**config.mk**
```make
export PLATFORM = sky130hd
export DESIGN_NAME = frontend_top
export DESIGN_NICKNAME = d
export VERILOG_FILES = /design/src/common/fetch_pkg.sv /design/src/frontend/fetch_ctrl.sv /design/src/frontend/pc_gen.sv /design/src/frontend/instr_scan.sv /design/src/frontend/branch_predict.sv /design/src/frontend/ras.sv /design/src/frontend/fetch_queue.sv /design/src/frontend_top.sv
export SDC_FILE = /design/constraint.sdc
export NUM_CORES = 1
export LEC_CHECK = 0
export ABC_CLOCK_PERIOD_IN_PS = 3820
export CAP_MARGIN = 20
export CORE_UTILIZATION = 55
export DETAILED_ROUTE_END_ITERATION = 7
export DONT_BUFFER_PORTS = 1
export HOLD_SLACK_MARGIN = 0.1
export PLACE_DENSITY_LB_ADDON = 0.3
export SETUP_SLACK_MARGIN = 0.1
export SKIP_CTS_REPAIR_TIMING = 1
export SLEW_MARGIN = 15
export SYNTH_ARGS = -nofsm -noshare
export SYNTH_HDL_FRONTEND = slang
export SYNTH_SLANG_ARGS = --single-unit
```
**constraint.sdc**
```tcl
create_clock -name clk_i -period 3.82 [get_ports clk_i]
set_input_delay 0.764 -clock clk_i [delete_from_list [all_inputs] [get_ports clk_i]]
set_output_delay 0.764 -clock clk_i [all_outputs]
set_load 0.05 [all_outputs]
```
**src/common/fetch_pkg.sv**
```systemverilog
/*
 * shared widths, enums and packed structs of the RV32I fetch frontend
 */
package fetch_pkg;

    localparam int ADDR_W      = 32;
    localparam int INSTR_W     = 32;
    localparam int INSTR_BYTES = 4;

    // control-flow class found by pre-decode
    typedef enum logic [2:0] {
        CF_NONE,
        CF_BRANCH,
        CF_JUMP,
        CF_JUMPR,
        CF_CALL,
        CF_RETURN
    } cf_e;

    typedef enum logic [1:0] {
        FS_BOOT,
        FS_REQ,
        FS_WAIT,
        FS_DRAIN
    } fetch_state_e;

    // ------------------------------------------------------------
    // instruction memory port
    // ------------------------------------------------------------
    typedef struct packed {
        logic              req;
        logic [ADDR_W-1:0] addr;
    } imem_req_t;

    typedef struct packed {
        logic               gnt;
        logic               rvalid;
        logic [INSTR_W-1:0] rdata;
    } imem_rsp_t;

    // ------------------------------------------------------------
    // frontend internals and decode side
    // ------------------------------------------------------------
    typedef struct packed {
        cf_e               cf;
        logic [ADDR_W-1:0] imm;
        logic              is_rvi_valid;  // opcode[1:0] == 2'b11
    } scan_t;

    typedef struct packed {
        logic [ADDR_W-1:0]  pc;
        logic [INSTR_W-1:0] instr;
        cf_e                cf;
        logic               pred_taken;
        logic [ADDR_W-1:0]  pred_target;
    } fetch_entry_t;

    // single-cycle pulses from the back end
    typedef struct packed {
        logic              mispredict_valid;
        logic [ADDR_W-1:0] mispredict_target;
        logic              eret_valid;
        logic [ADDR_W-1:0] epc;
        logic              trap_valid;
        logic [ADDR_W-1:0] trap_base;
    } redirect_t;

endpackage

```
**src/frontend/fetch_ctrl.sv**
```systemverilog
/*
 * fetch FSM: issues one memory request at a time and drops
 * responses whose request was killed by a redirect
 */
`timescale 1ns/1ps

module fetch_ctrl import fetch_pkg::*; (
    input  logic clk_i,
    input  logic rst_ni,
    input  logic queue_full_i,
    input  logic redirect_valid_i,
    input  logic gnt_i,
    input  logic rvalid_i,
    output logic req_o,
    output logic rsp_take_o,
    output logic boot_o
);

    fetch_state_e state_q, state_d;

    always_comb begin
        state_d    = state_q;
        req_o      = 1'b0;
        rsp_take_o = 1'b0;
        unique case (state_q)
            FS_BOOT: begin
                state_d = FS_REQ;
            end
            FS_REQ: begin
                req_o = !queue_full_i && !redirect_valid_i;
                if (req_o && gnt_i) begin
                    // memory may answer in the grant cycle
                    if (rvalid_i) begin
                        rsp_take_o = 1'b1;
                    end else begin
                        state_d = FS_WAIT;
                    end
                end
            end
            FS_WAIT: begin
                if (rvalid_i) begin
                    // a redirect in the same cycle kills this word
                    rsp_take_o = !redirect_valid_i;
                    state_d    = FS_REQ;
                end else if (redirect_valid_i) begin
                    state_d = FS_DRAIN;
                end
            end
            FS_DRAIN: begin
                // stale response, swallow it
                if (rvalid_i) begin
                    state_d = FS_REQ;
                end
            end
            default: begin
                state_d = FS_BOOT;
            end
        endcase
    end

    always_ff @(posedge clk_i or negedge rst_ni) begin
        if (!rst_ni) begin
            state_q <= FS_BOOT;
        end else begin
            state_q <= state_d;
        end
    end

    assign boot_o = (state_q == FS_BOOT);

    // a response only ever belongs to the single accepted request
    a_rvalid_outstanding: assert property (@(posedge clk_i) disable iff (!rst_ni)
        rvalid_i |-> (state_q inside {FS_WAIT, FS_DRAIN}) || (req_o && gnt_i));

endmodule

```
**src/frontend/pc_gen.sv**
```systemverilog
/*
 * fetch PC register with prioritized next-PC selection
 */
`timescale 1ns/1ps

module pc_gen import fetch_pkg::*; #(
    parameter logic [ADDR_W-1:0] BOOT_ADDR = 32'h80
) (
    input  logic              clk_i,
    input  logic              rst_ni,
    input  logic              boot_i,
    input  logic              rsp_take_i,
    input  redirect_t         redirect_i,
    input  logic              pred_taken_i,
    input  logic [ADDR_W-1:0] pred_target_i,
    output logic [ADDR_W-1:0] pc_o
);

    logic [ADDR_W-1:0] pc_q, pc_d;

    // trap > eret > mispredict > prediction > sequential
    always_comb begin
        pc_d = pc_q;
        if (boot_i) begin
            pc_d = BOOT_ADDR;
        end else if (redirect_i.trap_valid) begin
            pc_d = redirect_i.trap_base;
        end else if (redirect_i.eret_valid) begin
            pc_d = redirect_i.epc;
        end else if (redirect_i.mispredict_valid) begin
            pc_d = redirect_i.mispredict_target;
        end else if (rsp_take_i) begin
            pc_d = pred_taken_i ? pred_target_i : pc_q + ADDR_W'(INSTR_BYTES);
        end
    end

    always_ff @(posedge clk_i or negedge rst_ni) begin
        if (!rst_ni) begin
            pc_q <= '0;
        end else begin
            pc_q <= pc_d;
        end
    end

    assign pc_o = pc_q;

endmodule

```
**src/frontend/instr_scan.sv**
```systemverilog
/*
 * pre-decode of one RV32I word into control-flow class and immediate
 */
`timescale 1ns/1ps

module instr_scan import fetch_pkg::*; (
    input  logic [INSTR_W-1:0] instr_i,
    output scan_t              scan_o
);

    localparam logic [6:0] OPC_BRANCH = 7'b1100011;
    localparam logic [6:0] OPC_JAL    = 7'b1101111;
    localparam logic [6:0] OPC_JALR   = 7'b1100111;

    logic [4:0] rd;
    logic [4:0] rs1;
    logic       rd_link;
    logic       rs1_link;

    assign rd  = instr_i[11:7];
    assign rs1 = instr_i[19:15];

    // x1 and x5 are the link registers of the calling convention
    assign rd_link  = (rd == 5'd1) || (rd == 5'd5);
    assign rs1_link = (rs1 == 5'd1) || (rs1 == 5'd5);

    always_comb begin
        scan_o.cf           = CF_NONE;
        scan_o.imm          = '0;
        scan_o.is_rvi_valid = (instr_i[1:0] == 2'b11);
        unique case (instr_i[6:0])
            OPC_BRANCH: begin
                scan_o.cf  = CF_BRANCH;
                scan_o.imm = {{(ADDR_W-12){instr_i[31]}}, instr_i[7], instr_i[30:25],
                              instr_i[11:8], 1'b0};
            end
            OPC_JAL: begin
                scan_o.cf  = rd_link ? CF_CALL : CF_JUMP;
                scan_o.imm = {{(ADDR_W-20){instr_i[31]}}, instr_i[19:12], instr_i[20],
                              instr_i[30:21], 1'b0};
            end
            OPC_JALR: begin
                if (rd_link) begin
                    scan_o.cf = CF_CALL;
                end else if (rd == 5'd0 && rs1_link) begin
                    scan_o.cf = CF_RETURN;
                end else begin
                    scan_o.cf = CF_JUMPR;
                end
                scan_o.imm = {{(ADDR_W-12){instr_i[31]}}, instr_i[31:20]};
            end
            default: begin
                scan_o.cf = CF_NONE;
            end
        endcase
    end

endmodule

```
**src/frontend/branch_predict.sv**
```systemverilog
/*
 * static next-PC prediction and return stack steering
 */
`timescale 1ns/1ps

module branch_predict import fetch_pkg::*; (
    input  logic [ADDR_W-1:0]  pc_i,
    input  logic [INSTR_W-1:0] instr_i,
    input  logic               rsp_take_i,
    input  logic [ADDR_W-1:0]  ras_top_i,
    input  logic               ras_valid_i,
    output scan_t              scan_o,
    output logic               pred_taken_o,
    output logic [ADDR_W-1:0]  pred_target_o,
    output logic               ras_push_o,
    output logic               ras_pop_o,
    output logic [ADDR_W-1:0]  push_addr_o
);

    scan_t             scan;
    logic              is_jal;
    logic [ADDR_W-1:0] pc_plus4;

    instr_scan u_instr_scan (
        .instr_i (instr_i),
        .scan_o  (scan)
    );

    assign scan_o   = scan;
    assign is_jal   = (instr_i[6:0] == 7'b1101111);
    assign pc_plus4 = pc_i + ADDR_W'(INSTR_BYTES);

    always_comb begin
        pred_taken_o  = 1'b0;
        pred_target_o = pc_plus4;
        if (scan.is_rvi_valid) begin
            unique case (scan.cf)
                // backward taken, forward not taken
                CF_BRANCH: pred_taken_o = scan.imm[ADDR_W-1];
                CF_JUMP:   pred_taken_o = 1'b1;
                CF_CALL:   pred_taken_o = is_jal;
                CF_RETURN: pred_taken_o = ras_valid_i;
                default:   pred_taken_o = 1'b0;
            endcase
            if (pred_taken_o) begin
                pred_target_o = (scan.cf == CF_RETURN) ? ras_top_i : pc_i + scan.imm;
            end
        end
    end

    // the stack only moves for words that really enter the queue
    assign ras_push_o  = rsp_take_i && scan.is_rvi_valid && (scan.cf == CF_CALL);
    assign ras_pop_o   = rsp_take_i && scan.is_rvi_valid && (scan.cf == CF_RETURN);
    assign push_addr_o = pc_plus4;

endmodule

```
**src/frontend/ras.sv**
```systemverilog
/*
 * circular return address stack, oldest entry lost on overflow
 */
`timescale 1ns/1ps

module ras import fetch_pkg::*; #(
    parameter int RAS_DEPTH = 2
) (
    input  logic              clk_i,
    input  logic              rst_ni,
    input  logic              push_i,
    input  logic              pop_i,
    input  logic [ADDR_W-1:0] push_addr_i,
    input  logic              flush_i,
    output logic [ADDR_W-1:0] top_o,
    output logic              top_valid_o
);

    localparam int PTR_W = (RAS_DEPTH > 1) ? $clog2(RAS_DEPTH) : 1;

    logic [ADDR_W-1:0]    addr_q  [RAS_DEPTH];
    logic [RAS_DEPTH-1:0] valid_q;
    logic [PTR_W-1:0]     tp_q;
    logic [PTR_W-1:0]     tp_inc;
    logic [PTR_W-1:0]     tp_dec;

    assign tp_inc = (tp_q == PTR_W'(RAS_DEPTH-1)) ? '0 : tp_q + 1'b1;
    assign tp_dec = (tp_q == '0) ? PTR_W'(RAS_DEPTH-1) : tp_q - 1'b1;

    always_ff @(posedge clk_i or negedge rst_ni) begin
        if (!rst_ni) begin
            valid_q <= '0;
            tp_q    <= '0;
        end else if (flush_i) begin
            valid_q <= '0;
        end else if (push_i) begin
            tp_q          <= tp_inc;
            valid_q[tp_inc] <= 1'b1;
        end else if (pop_i && valid_q[tp_q]) begin
            // popping an empty stack leaves it alone
            valid_q[tp_q] <= 1'b0;
            tp_q          <= tp_dec;
        end
    end

    always_ff @(posedge clk_i) begin
        if (push_i && !flush_i) begin
            addr_q[tp_inc] <= push_addr_i;
        end
    end

    assign top_o       = addr_q[tp_q];
    assign top_valid_o = valid_q[tp_q];

    a_no_push_pop: assert property (@(posedge clk_i) disable iff (!rst_ni)
        !(push_i && pop_i));

endmodule

```
**src/frontend/fetch_queue.sv**
```systemverilog
/*
 * fetch entry FIFO toward decode with occupancy counter
 */
`timescale 1ns/1ps

module fetch_queue import fetch_pkg::*; #(
    parameter int QUEUE_DEPTH = 4
) (
    input  logic         clk_i,
    input  logic         rst_ni,
    input  logic         flush_i,
    input  logic         push_i,
    input  fetch_entry_t entry_i,
    output logic         full_o,
    output fetch_entry_t entry_o,
    output logic         valid_o,
    input  logic         ready_i
);

    localparam int PTR_W = (QUEUE_DEPTH > 1) ? $clog2(QUEUE_DEPTH) : 1;
    localparam int CNT_W = $clog2(QUEUE_DEPTH + 1);

    fetch_entry_t     mem_q [QUEUE_DEPTH];
    logic [PTR_W-1:0] wptr_q;
    logic [PTR_W-1:0] rptr_q;
    logic [CNT_W-1:0] count_q;
    logic             pop;

    assign valid_o = (count_q != '0);
    assign full_o  = (count_q == CNT_W'(QUEUE_DEPTH));
    assign pop     = valid_o && ready_i;
    assign entry_o = mem_q[rptr_q];

    // ------------------------------------------------------------
    // pointers and occupancy
    // ------------------------------------------------------------
    always_ff @(posedge clk_i or negedge rst_ni) begin
        if (!rst_ni) begin
            wptr_q  <= '0;
            rptr_q  <= '0;
            count_q <= '0;
        end else if (flush_i) begin
            wptr_q  <= '0;
            rptr_q  <= '0;
            count_q <= '0;
        end else begin
            if (push_i) begin
                wptr_q <= (wptr_q == PTR_W'(QUEUE_DEPTH-1)) ? '0 : wptr_q + 1'b1;
            end
            if (pop) begin
                rptr_q <= (rptr_q == PTR_W'(QUEUE_DEPTH-1)) ? '0 : rptr_q + 1'b1;
            end
            if (push_i && !pop) begin
                count_q <= count_q + 1'b1;
            end else if (pop && !push_i) begin
                count_q <= count_q - 1'b1;
            end
        end
    end

    always_ff @(posedge clk_i) begin
        if (push_i) begin
            mem_q[wptr_q] <= entry_i;
        end
    end

    // fetch_ctrl must hold off requests while the queue is full
    a_no_push_full: assert property (@(posedge clk_i) disable iff (!rst_ni)
        push_i |-> !full_o);

endmodule

```
**src/frontend_top.sv**
```systemverilog
/*
 * RV32I fetch frontend: FSM, PC generation, static prediction,
 * return stack and fetch queue toward decode
 */
`timescale 1ns/1ps

module frontend_top import fetch_pkg::*; #(
    parameter int                QUEUE_DEPTH = 4,
    parameter int                RAS_DEPTH   = 2,
    parameter logic [ADDR_W-1:0] BOOT_ADDR   = 32'h80
) (
    input  logic         clk_i,
    input  logic         rst_ni,
    output imem_req_t    imem_req_o,
    input  imem_rsp_t    imem_rsp_i,
    input  redirect_t    redirect_i,
    output fetch_entry_t fetch_entry_o,
    output logic         fetch_entry_valid_o,
    input  logic         fetch_entry_ready_i
);

    logic              req;
    logic              rsp_take;
    logic              boot;
    logic              queue_full;
    logic              redirect_flush;
    logic [ADDR_W-1:0] pc;
    scan_t             scan;
    logic              pred_taken;
    logic [ADDR_W-1:0] pred_target;
    logic              ras_push;
    logic              ras_pop;
    logic [ADDR_W-1:0] push_addr;
    logic [ADDR_W-1:0] ras_top;
    logic              ras_valid;
    fetch_entry_t      entry;

    assign redirect_flush = redirect_i.trap_valid | redirect_i.eret_valid
                          | redirect_i.mispredict_valid;

    assign imem_req_o.req  = req;
    assign imem_req_o.addr = pc;

    fetch_ctrl u_fetch_ctrl (
        .clk_i            (clk_i),
        .rst_ni           (rst_ni),
        .queue_full_i     (queue_full),
        .redirect_valid_i (redirect_flush),
        .gnt_i            (imem_rsp_i.gnt),
        .rvalid_i         (imem_rsp_i.rvalid),
        .req_o            (req),
        .rsp_take_o       (rsp_take),
        .boot_o           (boot)
    );

    pc_gen #(
        .BOOT_ADDR (BOOT_ADDR)
    ) u_pc_gen (
        .clk_i         (clk_i),
        .rst_ni        (rst_ni),
        .boot_i        (boot),
        .rsp_take_i    (rsp_take),
        .redirect_i    (redirect_i),
        .pred_taken_i  (pred_taken),
        .pred_target_i (pred_target),
        .pc_o          (pc)
    );

    branch_predict u_branch_predict (
        .pc_i          (pc),
        .instr_i       (imem_rsp_i.rdata),
        .rsp_take_i    (rsp_take),
        .ras_top_i     (ras_top),
        .ras_valid_i   (ras_valid),
        .scan_o        (scan),
        .pred_taken_o  (pred_taken),
        .pred_target_o (pred_target),
        .ras_push_o    (ras_push),
        .ras_pop_o     (ras_pop),
        .push_addr_o   (push_addr)
    );

    ras #(
        .RAS_DEPTH (RAS_DEPTH)
    ) u_ras (
        .clk_i       (clk_i),
        .rst_ni      (rst_ni),
        .push_i      (ras_push),
        .pop_i       (ras_pop),
        .push_addr_i (push_addr),
        .flush_i     (redirect_flush),
        .top_o       (ras_top),
        .top_valid_o (ras_valid)
    );

    // entry for decode, pc of the word that was just returned
    assign entry.pc          = pc;
    assign entry.instr       = imem_rsp_i.rdata;
    assign entry.cf          = scan.cf;
    assign entry.pred_taken  = pred_taken;
    assign entry.pred_target = pred_target;

    fetch_queue #(
        .QUEUE_DEPTH (QUEUE_DEPTH)
    ) u_fetch_queue (
        .clk_i   (clk_i),
        .rst_ni  (rst_ni),
        .flush_i (redirect_flush),
        .push_i  (rsp_take),
        .entry_i (entry),
        .full_o  (queue_full),
        .entry_o (fetch_entry_o),
        .valid_o (fetch_entry_valid_o),
        .ready_i (fetch_entry_ready_i)
    );

endmodule

```
==> results of run 1 <==
layout by cell type, fill, tap and decap left out, types with 7 or more instances in the layout:
| master | instances |
|---|---|
| a211oi_1 | 19 |
| a21o_1 | 15 |
| a21oi_1 | 68 |
| a221oi_1 | 8 |
| a222oi_1 | 18 |
| a22oi_1 | 11 |
| a31oi_1 | 8 |
| and2_1 | 13 |
| and3_1 | 22 |
| buf_12 | 15 |
| buf_4 | 151 |
| bufinv_16 | 10 |
| clkbuf_16 | 53 |
| clkinv_1 | 15 |
| clkinv_2 | 9 |
| dfrtp_1 | 41 |
| edfxtp_1 | 464 |
| ha_1 | 41 |
| inv_1 | 38 |
| mux2i_1 | 40 |
| mux4_2 | 100 |
| nand2_1 | 93 |
| nand2b_1 | 7 |
| nand3_1 | 44 |
| nand4_1 | 14 |
| nor2_1 | 65 |
| nor2b_1 | 8 |
| nor3_1 | 18 |
| o211ai_1 | 9 |
| o21a_1 | 7 |
| o21ai_0 | 53 |
| o31ai_1 | 7 |
| xnor2_1 | 32 |
| xor2_1 | 23 |
state kept, by name (all words and copies together), names as in the netlist:
name / flops
u_fetch_queue.mem_q: 400
u_pc_gen.pc_o: 32
u_ras.addr_q: 64
u_fetch_ctrl.state_q: 2
u_ras.valid_q: 2
u_ras.tp_q: 1
u_fetch_queue.rptr_q: 2
u_fetch_queue.count_q: 3
u_fetch_queue.wptr_q: 2
through the flow:
| stage | worst slack (ps) | cells | cell area (um^2) | util | total power, uW |
|---|---|---|---|---|---|
| 6_report | 211 | 2180 | 26400 | 0.647 | 14200 |
| 5_1_grt | 104 | 2180 | 26400 | 0.647 | 14600 |
| 4_1_cts | 228 | 2177 | 26400 | 0.646 | 14200 |
| 3_5_place_dp | -375 | 2080 | 24600 | 0.602 | 8930 |
| 3_3_place_gp | -418 | 2080 | 24600 | 0.602 | 8890 |
| 2_1_floorplan | 36.0 | 1458 | 22800 | - | 8020 |
final timing paths:
| check | cells after the start | startpoint | slack (ps) | to |
|---|---|---|---|---|
| min in group asynchronous | 2 | rst_ni | 730 | u_fetch_ctrl.state_q[1] |
| worst min-delay path | 0 | imem_rsp_i[25] | 270 | u_fetch_queue.mem_q[1][61] |
| max in group asynchronous | 2 | rst_ni | 2830 | u_ras.tp_q |
| worst max register to register | 11 | u_pc_gen.pc_o[0] | 610 | u_fetch_queue.mem_q[1][20] |
| worst max-delay path | 15 | imem_rsp_i[1] | 210 | u_fetch_queue.mem_q[1][20] |
| worst min register to register | 2 | u_ras.valid_q[0] | 560 | u_ras.valid_q[0] |
per-layer routing:
layer  routed length (um)  share of wire  GRT usage  vias to the layer above
met2                27700           0.45      0.441                      828
met4                 1220          0.020     0.0791                        0
met3                 6830           0.11     0.0725                       87
li1                     -              -          -                     6127
met1                25800           0.42      0.433                     7351
met5                    0              0          0                        -
worst register-to-register path: stages, from the launching register on:
cell and delay [ps]:
dfrtp_1 400, ha_1 240, fa_1 400, a21oi_1 220, o211ai_1 130, buf_4 170, nand4_1 70, nand3_1 270
buf_4 250, and4_1 200, nor4_2 490, buf_4 220
synth_stat cells, types with 14 or more instances:
| library cell | count |
|---|---|
| clkbuf_1 | 42 |
| o21ai_0 | 54 |
| a222oi_1 | 18 |
| edfxtp_1 | 464 |
| xor2_1 | 23 |
| ha_1 | 41 |
| mux2i_1 | 40 |
| buf_2 | 17 |
| a21oi_1 | 69 |
| a21o_1 | 15 |
| mux4_2 | 100 |
| inv_1 | 39 |
| nand2_1 | 93 |
| nor3_1 | 18 |
| dfrtp_1 | 44 |
| nor2_1 | 67 |
| nand3_1 | 44 |
| xnor2_1 | 32 |
| and3_1 | 26 |
| nand4_1 | 14 |
| a211oi_1 | 19 |
where the power goes:
part | switching (uW) | internal, uW
combinational | 1540 | 712
sequential | 242 | 6410
clock | 2110 | 3210
final cells by class:
type | instances | area, um^2
clock inverter | 39 | 449
antenna | 1 | 2.50
clock buffer | 58 | 1350
sequential | 508 | 15000
fill | 2877 | 14400
tap | 532 | 666
inverter | 40 | 151
timing repair buffer | 168 | 1470
multi-input combinational | 834 | 7270
kinds of logic (layout without fill, tap and decap cells):
logic type      Yosys count  in the layout  synth area share
buf+inv                 116            305            0.0210
xor+xnor                 55             55            0.0212
mux                     142            142             0.118
fa+ha+maj                44             44            0.0248
other cells               0              1                 0
simple gates            324            324            0.0734
flops                   508            508             0.661
compound gates          269            269            0.0808
==> impl_metrics.tcl, run 1 <==
set metrics [dict create \
    outcome "finished clean" \
    port_buffers 0 \
    dp_hpwl_mm 43.1 \
    drc 0 \
    finalCriticalPeriod_ps 3610 \
    drive_gt1_frac 0.233 \
    cts.sinks 508 \
    rows 74 \
    grt_first_pass_wirelength_mm 89.8 \
    final_hold_viol_count 0 \
    antenna_found_initial 1 \
    cpMostUsedCell "buf_4" \
    synth_top_cell_by_area "edfxtp_1" \
    fmaxAchievable_ghz 0.277 \
    ant_nets 0 \
    firstDrtPassIters 7 \
    die_h_um 205 \
    synth_warnings 0 \
    gp_congestion 0.912 \
    cts_tree "built" \
    grt-ovfl-total 0 \
    synth_flop_cell "edfxtp_1" \
    slowest_delay_ps 490 \
    grt_max_degree 57 \
    netlist_top_cells_area "edfxtp_1, mux4_2, dfrtp_1, ha_1, mux2i_1" \
    critPathMaxFanout 6 \
    path_delay_family "simple AND/OR/NAND/NOR gates" \
    period_share 0.945 \
    worst_pin_slew_ps 983 \
    hold_class "primary input to register" \
    routed_wl_mm 61.6 \
    hold_slack_ps 271 \
    avgViaCountPerCell 6.60 \
    p_per_area_mw_per_mm2 539 \
    syn_area_per_cell_um2 15.6 \
    dr.first_iter.drc_count 1413 \
    setup_viol 0 \
    via_count 14400 \
    synth-seq-area-share 0.661 \
    slew_headroom 0.345 \
    start_util 0.557 \
    setup_tns_ps 0 \
    cts_made_buffers 52 \
    grt_pass1_vias 13800 \
    p_leak_uw 0.00915 \
    top_level_ports 270 \
    synth_edf_count 464 \
    slowest_stage "nor4_2" \
    fp.coreArea_mm2 0.0408 \
    crit_path_end_kind "register" \
    clock_latency_ps 600 \
    wl_per_cell_um 28.2 \
    skew_ps 23.0 \
    synth.net_count 1637 \
    clk_pin_slew_ps 60 \
    die_width_um 205 \
    ys_ff_latch 508 \
    vdd_drop_max_uv 366 \
    clockRootBuffer "clkbuf_16" \
    crit_path_start_kind "primary input" \
    cts-htree-levels 2 \
    crit_arrival_ps 4070 \
    yosysUniqueCellTypes 81 \
    crit_chain "and4b_1 > nand2_1 > nor3_1 > buf_4 > ha_1 > fa_1 > a21oi_1 > o211ai_1 > buf_4 > nand4_1 > nand3_1 > buf_4 > and4_1 > nor4_2 > buf_4" \
    async_flop_share 0.0866 \
    drv_slew 0 \
    crit_buf_inv 4 \
    synthCells 1458 \
    dieArea_mm2 0.0422 \
    required_ps 4280 \
    grtUsageTotal 0.295 \
    synthToLayoutAreaGrowth_pct 16.1 \
    netlist_area_mm2 0.0227 \
    fin_nets 1783 \
    crit_type "primary input to register" \
    synth_top_area_share 0.613 \
    clock_path_buffers 3 \
    drv_cap 0 \
    rsz0062_at_grt "no" \
]
No activity file was read; power rests on OpenSTA's default activity.
==> run 2: changes to the inputs <==
ABC_AREA = 1   (was not set)
CELL_PAD_IN_SITES_DETAIL_PLACEMENT = 0   (was not set)
CELL_PAD_IN_SITES_GLOBAL_PLACEMENT = 1   (was not set)
CORE_UTILIZATION = 46   (was 55)
CTS_BUF_LIST = sky130_fd_sc_hd__clkbuf_8   (was not set)
==> impl_metrics.tcl, run 2 <==
set metrics [dict create \
    clk_pin_slew_ps 60 \
    grt_pass1_vias 18300 \
    path_delay_family "compound AO/OA/AOI/OAI gates" \
    yosysUniqueCellTypes 44 \
    outcome "finished clean" \
    synthToLayoutAreaGrowth_pct 16.7 \
    synth-xor-area-share 0.0100 \
    dieArea_mm2 0.0539 \
    synth_warnings 0 \
    cts-htree-levels 3 \
    syn_area_per_cell_um2 9.62 \
    largest_reg_flops 400 \
    grt-ovfl-total 0 \
    synth_most_common_cell "nand2_1" \
    most-common-layout-cells "nand2_1, edfxtp_1, nor2_1" \
    slowest_stage "o21ai_0" \
    start_util 0.470 \
    synth-seq-area-share 0.617 \
    clockRootBuffer "clkbuf_8" \
    clock_latency_ps 680 \
    netlist_top_cells_area "edfxtp_1, nand2_1, nor2_1, o21ai_0, dfrtp_1" \
    drv_slew 0 \
    rsz0062_at_grt "no" \
    critPathMaxFanout 5 \
    instances_no_fill 3501 \
    slowest_delay_ps 580 \
    grt_first_pass_wirelength_mm 115 \
    vdd_drop_max_uv 381 \
    die_width_um 232 \
    ys_top_cells_by_count "nand2_1, edfxtp_1, nor2_1" \
    drc 0 \
    ys_ff_latch 508 \
    setup_viol 0 \
    skew_ps 42.7 \
    synth-simple-area-share 0.190 \
    largest_register "u_fetch_queue.mem_q" \
    final_hold_viol_count 0 \
    synth_compound_area_frac 0.104 \
    p_per_area_mw_per_mm2 551 \
    period_share 0.969 \
    dr.first_iter.drc_count 1850 \
    synth_top_cell_by_area "edfxtp_1" \
    via_count 19300 \
    synth_flop_cell "edfxtp_1" \
    grtUsageTotal 0.288 \
    fin_nets 2924 \
    cts.sinks 508 \
    routed_wl_mm 77.8 \
    top_level_ports 270 \
    crit_type "primary input to register" \
    finalCriticalPeriod_ps 3700 \
    netlist_area_mm2 0.0244 \
    cts_tree "built" \
    required_ps 4390 \
    synth_top_area_share 0.572 \
    synth_edf_count 464 \
    slew_headroom 0.293 \
    antenna_found_initial 5 \
    crit_arrival_ps 4270 \
    async_flop_share 0.0866 \
    cts_made_buffers 86 \
    synth_top_family_by_area "simple AND/OR/NAND/NOR gates" \
    synth.net_count 2712 \
    dp.cells 3335 \
    stdcell_area_mm2 0.0284 \
    worst_pin_slew_ps 1030 \
    port_buffers 0 \
    muxShareOfSynthArea 0.00123 \
    wl_per_cell_um 22.2 \
    die_h_um 232 \
    gp_congestion 0.973 \
    synthCells 2533 \
    crit_path_start_kind "primary input" \
    p_leak_uw 0.0118 \
    fp.coreArea_mm2 0.0518 \
    dp_hpwl_mm 55.0 \
    fmaxAchievable_ghz 0.270 \
    crit_chain "nand2_2 > nor2_1 > nand3_1 > inv_1 > nor2_1 > inv_1 > nand2_1 > o21ai_0 > buf_4 > fa_1 > nand3_1 > nand3_1 > nand2_1 > nand2_1 > xor2_1 > o21ai_0 > o21ai_2 > nor2_1 > o21ai_0 > nand2_1 > o21ai_0" \
    grt_max_degree 203 \
    drive_gt1_frac 0.144 \
    hold_class "primary input to register" \
    placedInstanceArea_mm2 0.0267 \
    crit_buf_inv 3 \
    avgViaCountPerCell 5.50 \
    firstDrtPassIters 5 \
    rows 83 \
    ant_nets 0 \
    clock_path_buffers 3 \
    synthAdderAreaFrac 0.0227 \
    utilization 0.549 \
    drv_cap 0 \
    crit_path_end_kind "register" \
    layout_commonest_cell "nand2_1" \
]
[run 2: cell count changes after synthesis, sizes merged, moves of 49 or more]
cell    previous run  this run
nand2             93       559
nor2              69       417
o21ai             55       278
inv               39       226
o22ai              2       104
mux4             100         0
clkbuf            42        91
[run 2: where the power goes]
group	switching (uW)	total, uW	internal (uW)	leakage [uW]
clock network	2190	4660	2480	0.00102
logic	2890	3930	1040	0.00607
registers	415	7070	6660	0.00476
total	5490	15700	10200	0.0118
[run 2: metrics by stage]
step,setup slack [ps],hold WS (ps),total power (uW),TNS [ps]
6_report,118,187,15700,0
3_5_place_dp,-481,470,11000,-632
3_3_place_gp,-463,470,11000,-539
2_1_floorplan,-797,468,9290,-318820
5_1_grt,112,153,16300,0
4_1_cts,224,-272,15700,0
[run 2: final cells by class]
cell class / instances / area, um^2
Clock buffer: 104 / 1430
Sequential cell: 508 / 15000
Clock inverter: 57 / 262
Inverter: 226 / 853
Multi-Input combinational cell: 1685 / 8030
Tap cell: 680 / 851
Antenna cell: 3 / 7.51
Timing Repair Buffer: 238 / 1970
Fill cell: 4597 / 23400
[run 2: path summary, 6_finish.rpt]
path                                         start                          to  slack, ps  depth (start not counted)
max                                  imem_rsp_i[1]            u_pc_gen.pc_o[6]        120                         21
min                                 imem_rsp_i[12]  u_fetch_queue.mem_q[0][48]        190                          0
max reg2reg                       u_pc_gen.pc_o[3]            u_pc_gen.pc_o[6]        370                         12
min reg2reg                u_fetch_ctrl.state_q[0]     u_fetch_ctrl.state_q[0]        550                          2
max in group asynchronous                   rst_ni           u_pc_gen.pc_o[16]       2920                          2
min in group asynchronous                   rst_ni    u_fetch_queue.count_q[2]        590                          2
[run 2: layer usage]
layer	wire (um)	global-route usage
met1	33300	0.395
met2	37000	0.465
met3	5650	0.0485
met4	1850	0.0952
met5	13	0
[run 2: worst reg2reg max path, stage by stage (launching register included)]
cell     delay, ps
dfrtp_1        690
ha_1           380
nand2_1        100
nand3_1        180
nand2_1        110
nand2_1        110
xor2_1         250
o21ai_0        140
o21ai_2        370
nor2_1          70
o21ai_0        580
nand2_1        190
o21ai_0        170
[run 2: logic make-up after synthesis]
| logic type | count (synthesis) |
|---|---|
| AO/OA/AOI/OAI | 471 |
| XOR/XNOR | 27 |
| adder cells (fa/ha/maj) | 43 |
| buffers and inverters | 340 |
| flip-flops | 508 |
| multiplexers | 3 |
| AND/OR/NAND/NOR | 1141 |
==> run 3: changes to the inputs <==
ABC_AREA = not set   (was 1)
CORE_UTILIZATION = 50   (was 46)
==> impl_metrics.tcl, run 3 (synthesized netlist as in run 1, its figures left out) <==
set metrics [dict create \
    outcome "finished clean" \
    rows 77 \
    crit_path_start_kind "primary input" \
    top_level_ports 270 \
    grt_first_pass_wirelength_mm 92.9 \
    slowest_delay_ps 340 \
    synthToLayoutAreaGrowth_pct 15.8 \
    grt_max_degree 71 \
    clockRootBuffer "clkbuf_8" \
    cpMostUsedCell "a211oi_1" \
    met1_usage 0.404 \
    grt_util_met2 0.405 \
    critPathMaxFanout 7 \
    drc 0 \
    clock_path_buffers 3 \
    drv_cap 0 \
    grtUsageTotal 0.274 \
    cts-htree-levels 3 \
    crit_buf_inv 2 \
    period_share 0.925 \
    crit_chain "and4b_2 > nand2_2 > a21oi_2 > buf_4 > nand2_1 > inv_2 > ha_1 > a211oi_1 > o21bai_1 > a211oi_1 > o21ai_0 > a41oi_1 > xnor2_1 > a211oi_2 > nor2_1" \
    dieArea_mm2 0.0463 \
    grt_pass1_vias 14400 \
    fmaxAchievable_ghz 0.283 \
    slowest_stage "nor2_1" \
    finalCriticalPeriod_ps 3530 \
    p_per_area_mw_per_mm2 511 \
    most-common-layout-cells "edfxtp_1, buf_4, mux4_2" \
    drv_slew 0 \
    clk_pin_slew_ps 60 \
    slew_headroom 0.273 \
    setup_viol 0 \
    start_util 0.511 \
    avgViaCountPerCell 6.17 \
    drive_gt1_frac 0.254 \
    largest_reg_flops 400 \
    layout_commonest_cell "edfxtp_1" \
    busiest_layer "met2" \
    grt_use_met3 0.0696 \
    die_width_um 215 \
    dr.first_iter.drc_count 1164 \
    port_buffers 0 \
    crit_path_end_kind "register" \
    hold_class "primary input to register" \
    die_h_um 215 \
    fin_nets 1823 \
    via_count 14200 \
    dp_hpwl_mm 44.0 \
    final_hold_viol_count 0 \
    setup_tns_ps 0 \
    path_delay_family "compound AO/OA/AOI/OAI gates" \
    stdcell_area_mm2 0.0263 \
    required_ps 4230 \
    vdd_drop_max_uv 361 \
    routed_wl_mm 62.8 \
    worst_pin_slew_ps 1090 \
    skew_ps 34.5 \
    ant_nets 0 \
    p_leak_uw 0.00923 \
    grt-ovfl-total 0 \
    placedInstanceArea_mm2 0.0247 \
    fp.coreArea_mm2 0.0445 \
    crit_type "primary input to register" \
    cts_made_buffers 83 \
    rsz0062_at_grt "no" \
    firstDrtPassIters 5 \
    crit_arrival_ps 3950 \
    cts.sinks 508 \
    wl_per_cell_um 27.2 \
    clock_latency_ps 670 \
    antenna_found_initial 1 \
    largest_register "u_fetch_queue.mem_q" \
    cts_tree "built" \
    gp_congestion 0.877 \
]
## run 3: cell count changes in the layout (fill, tap and decap cells not counted), moves of 100 or more
cell | previous run | this run
mux4_2 | 0 | 100
nand2_1 | 554 | 92
o21ai_0 | 266 | 54
inv_1 | 256 | 65
nor2_1 | 408 | 65
o22ai_1 | 104 | 2
## run 3: final cells by class
class                   count  area, um^2
diodes                      1        2.50
clock buffers              89        1220
clock inverters            65         382
fillers                  3428       18200
inverters                  40         151
multi-input cells         834        7300
flip-flops and latches    508       15000
well taps                 592         741
repair buffers            177        1490
## run 3: layer usage
metal	part of all wire	wire, um	up-vias
met5	0	0	-
met1	0.45	28000	7313
met3	0.088	5520	62
li1	-	-	6220
met4	0.017	1070	0
met2	0.45	28200	639
## run 3: path summary, 6_finish.rpt
path,startpoint,end,slack (ps),depth (start not counted)
max in group asynchronous,rst_ni,u_fetch_queue.rptr_q[1],2880,2
worst max-delay path,imem_rsp_i[4],u_fetch_queue.mem_q[2][30],290,15
worst min register to register,u_fetch_queue.count_q[2],u_fetch_queue.count_q[2],570,2
worst max register to register,u_pc_gen.pc_o[0],u_pc_gen.pc_o[16],620,12
worst min-delay path,imem_rsp_i[9],u_fetch_queue.mem_q[2][45],200,0
min in group asynchronous,rst_ni,u_pc_gen.pc_o[25],670,2
## run 3: stage by stage
step	setup slack, ps	hold WS, ps	std cells	util	power (uW)
after floorplan	36.0	468	1458	-	8020
after global placement	-470	471	2149	0.554	8920
after detailed placement	-477	471	2149	0.554	8960
after CTS	216	-274	2303	0.590	13500
after global routing	149	150	2306	0.592	13900
final	285	199	2306	0.592	13500
## run 3: where the power goes
part	total (uW)	internal [uW]	switching, uW
Sequential	6690	6410	282
Clock	4550	2380	2160
Combinational	2220	722	1490
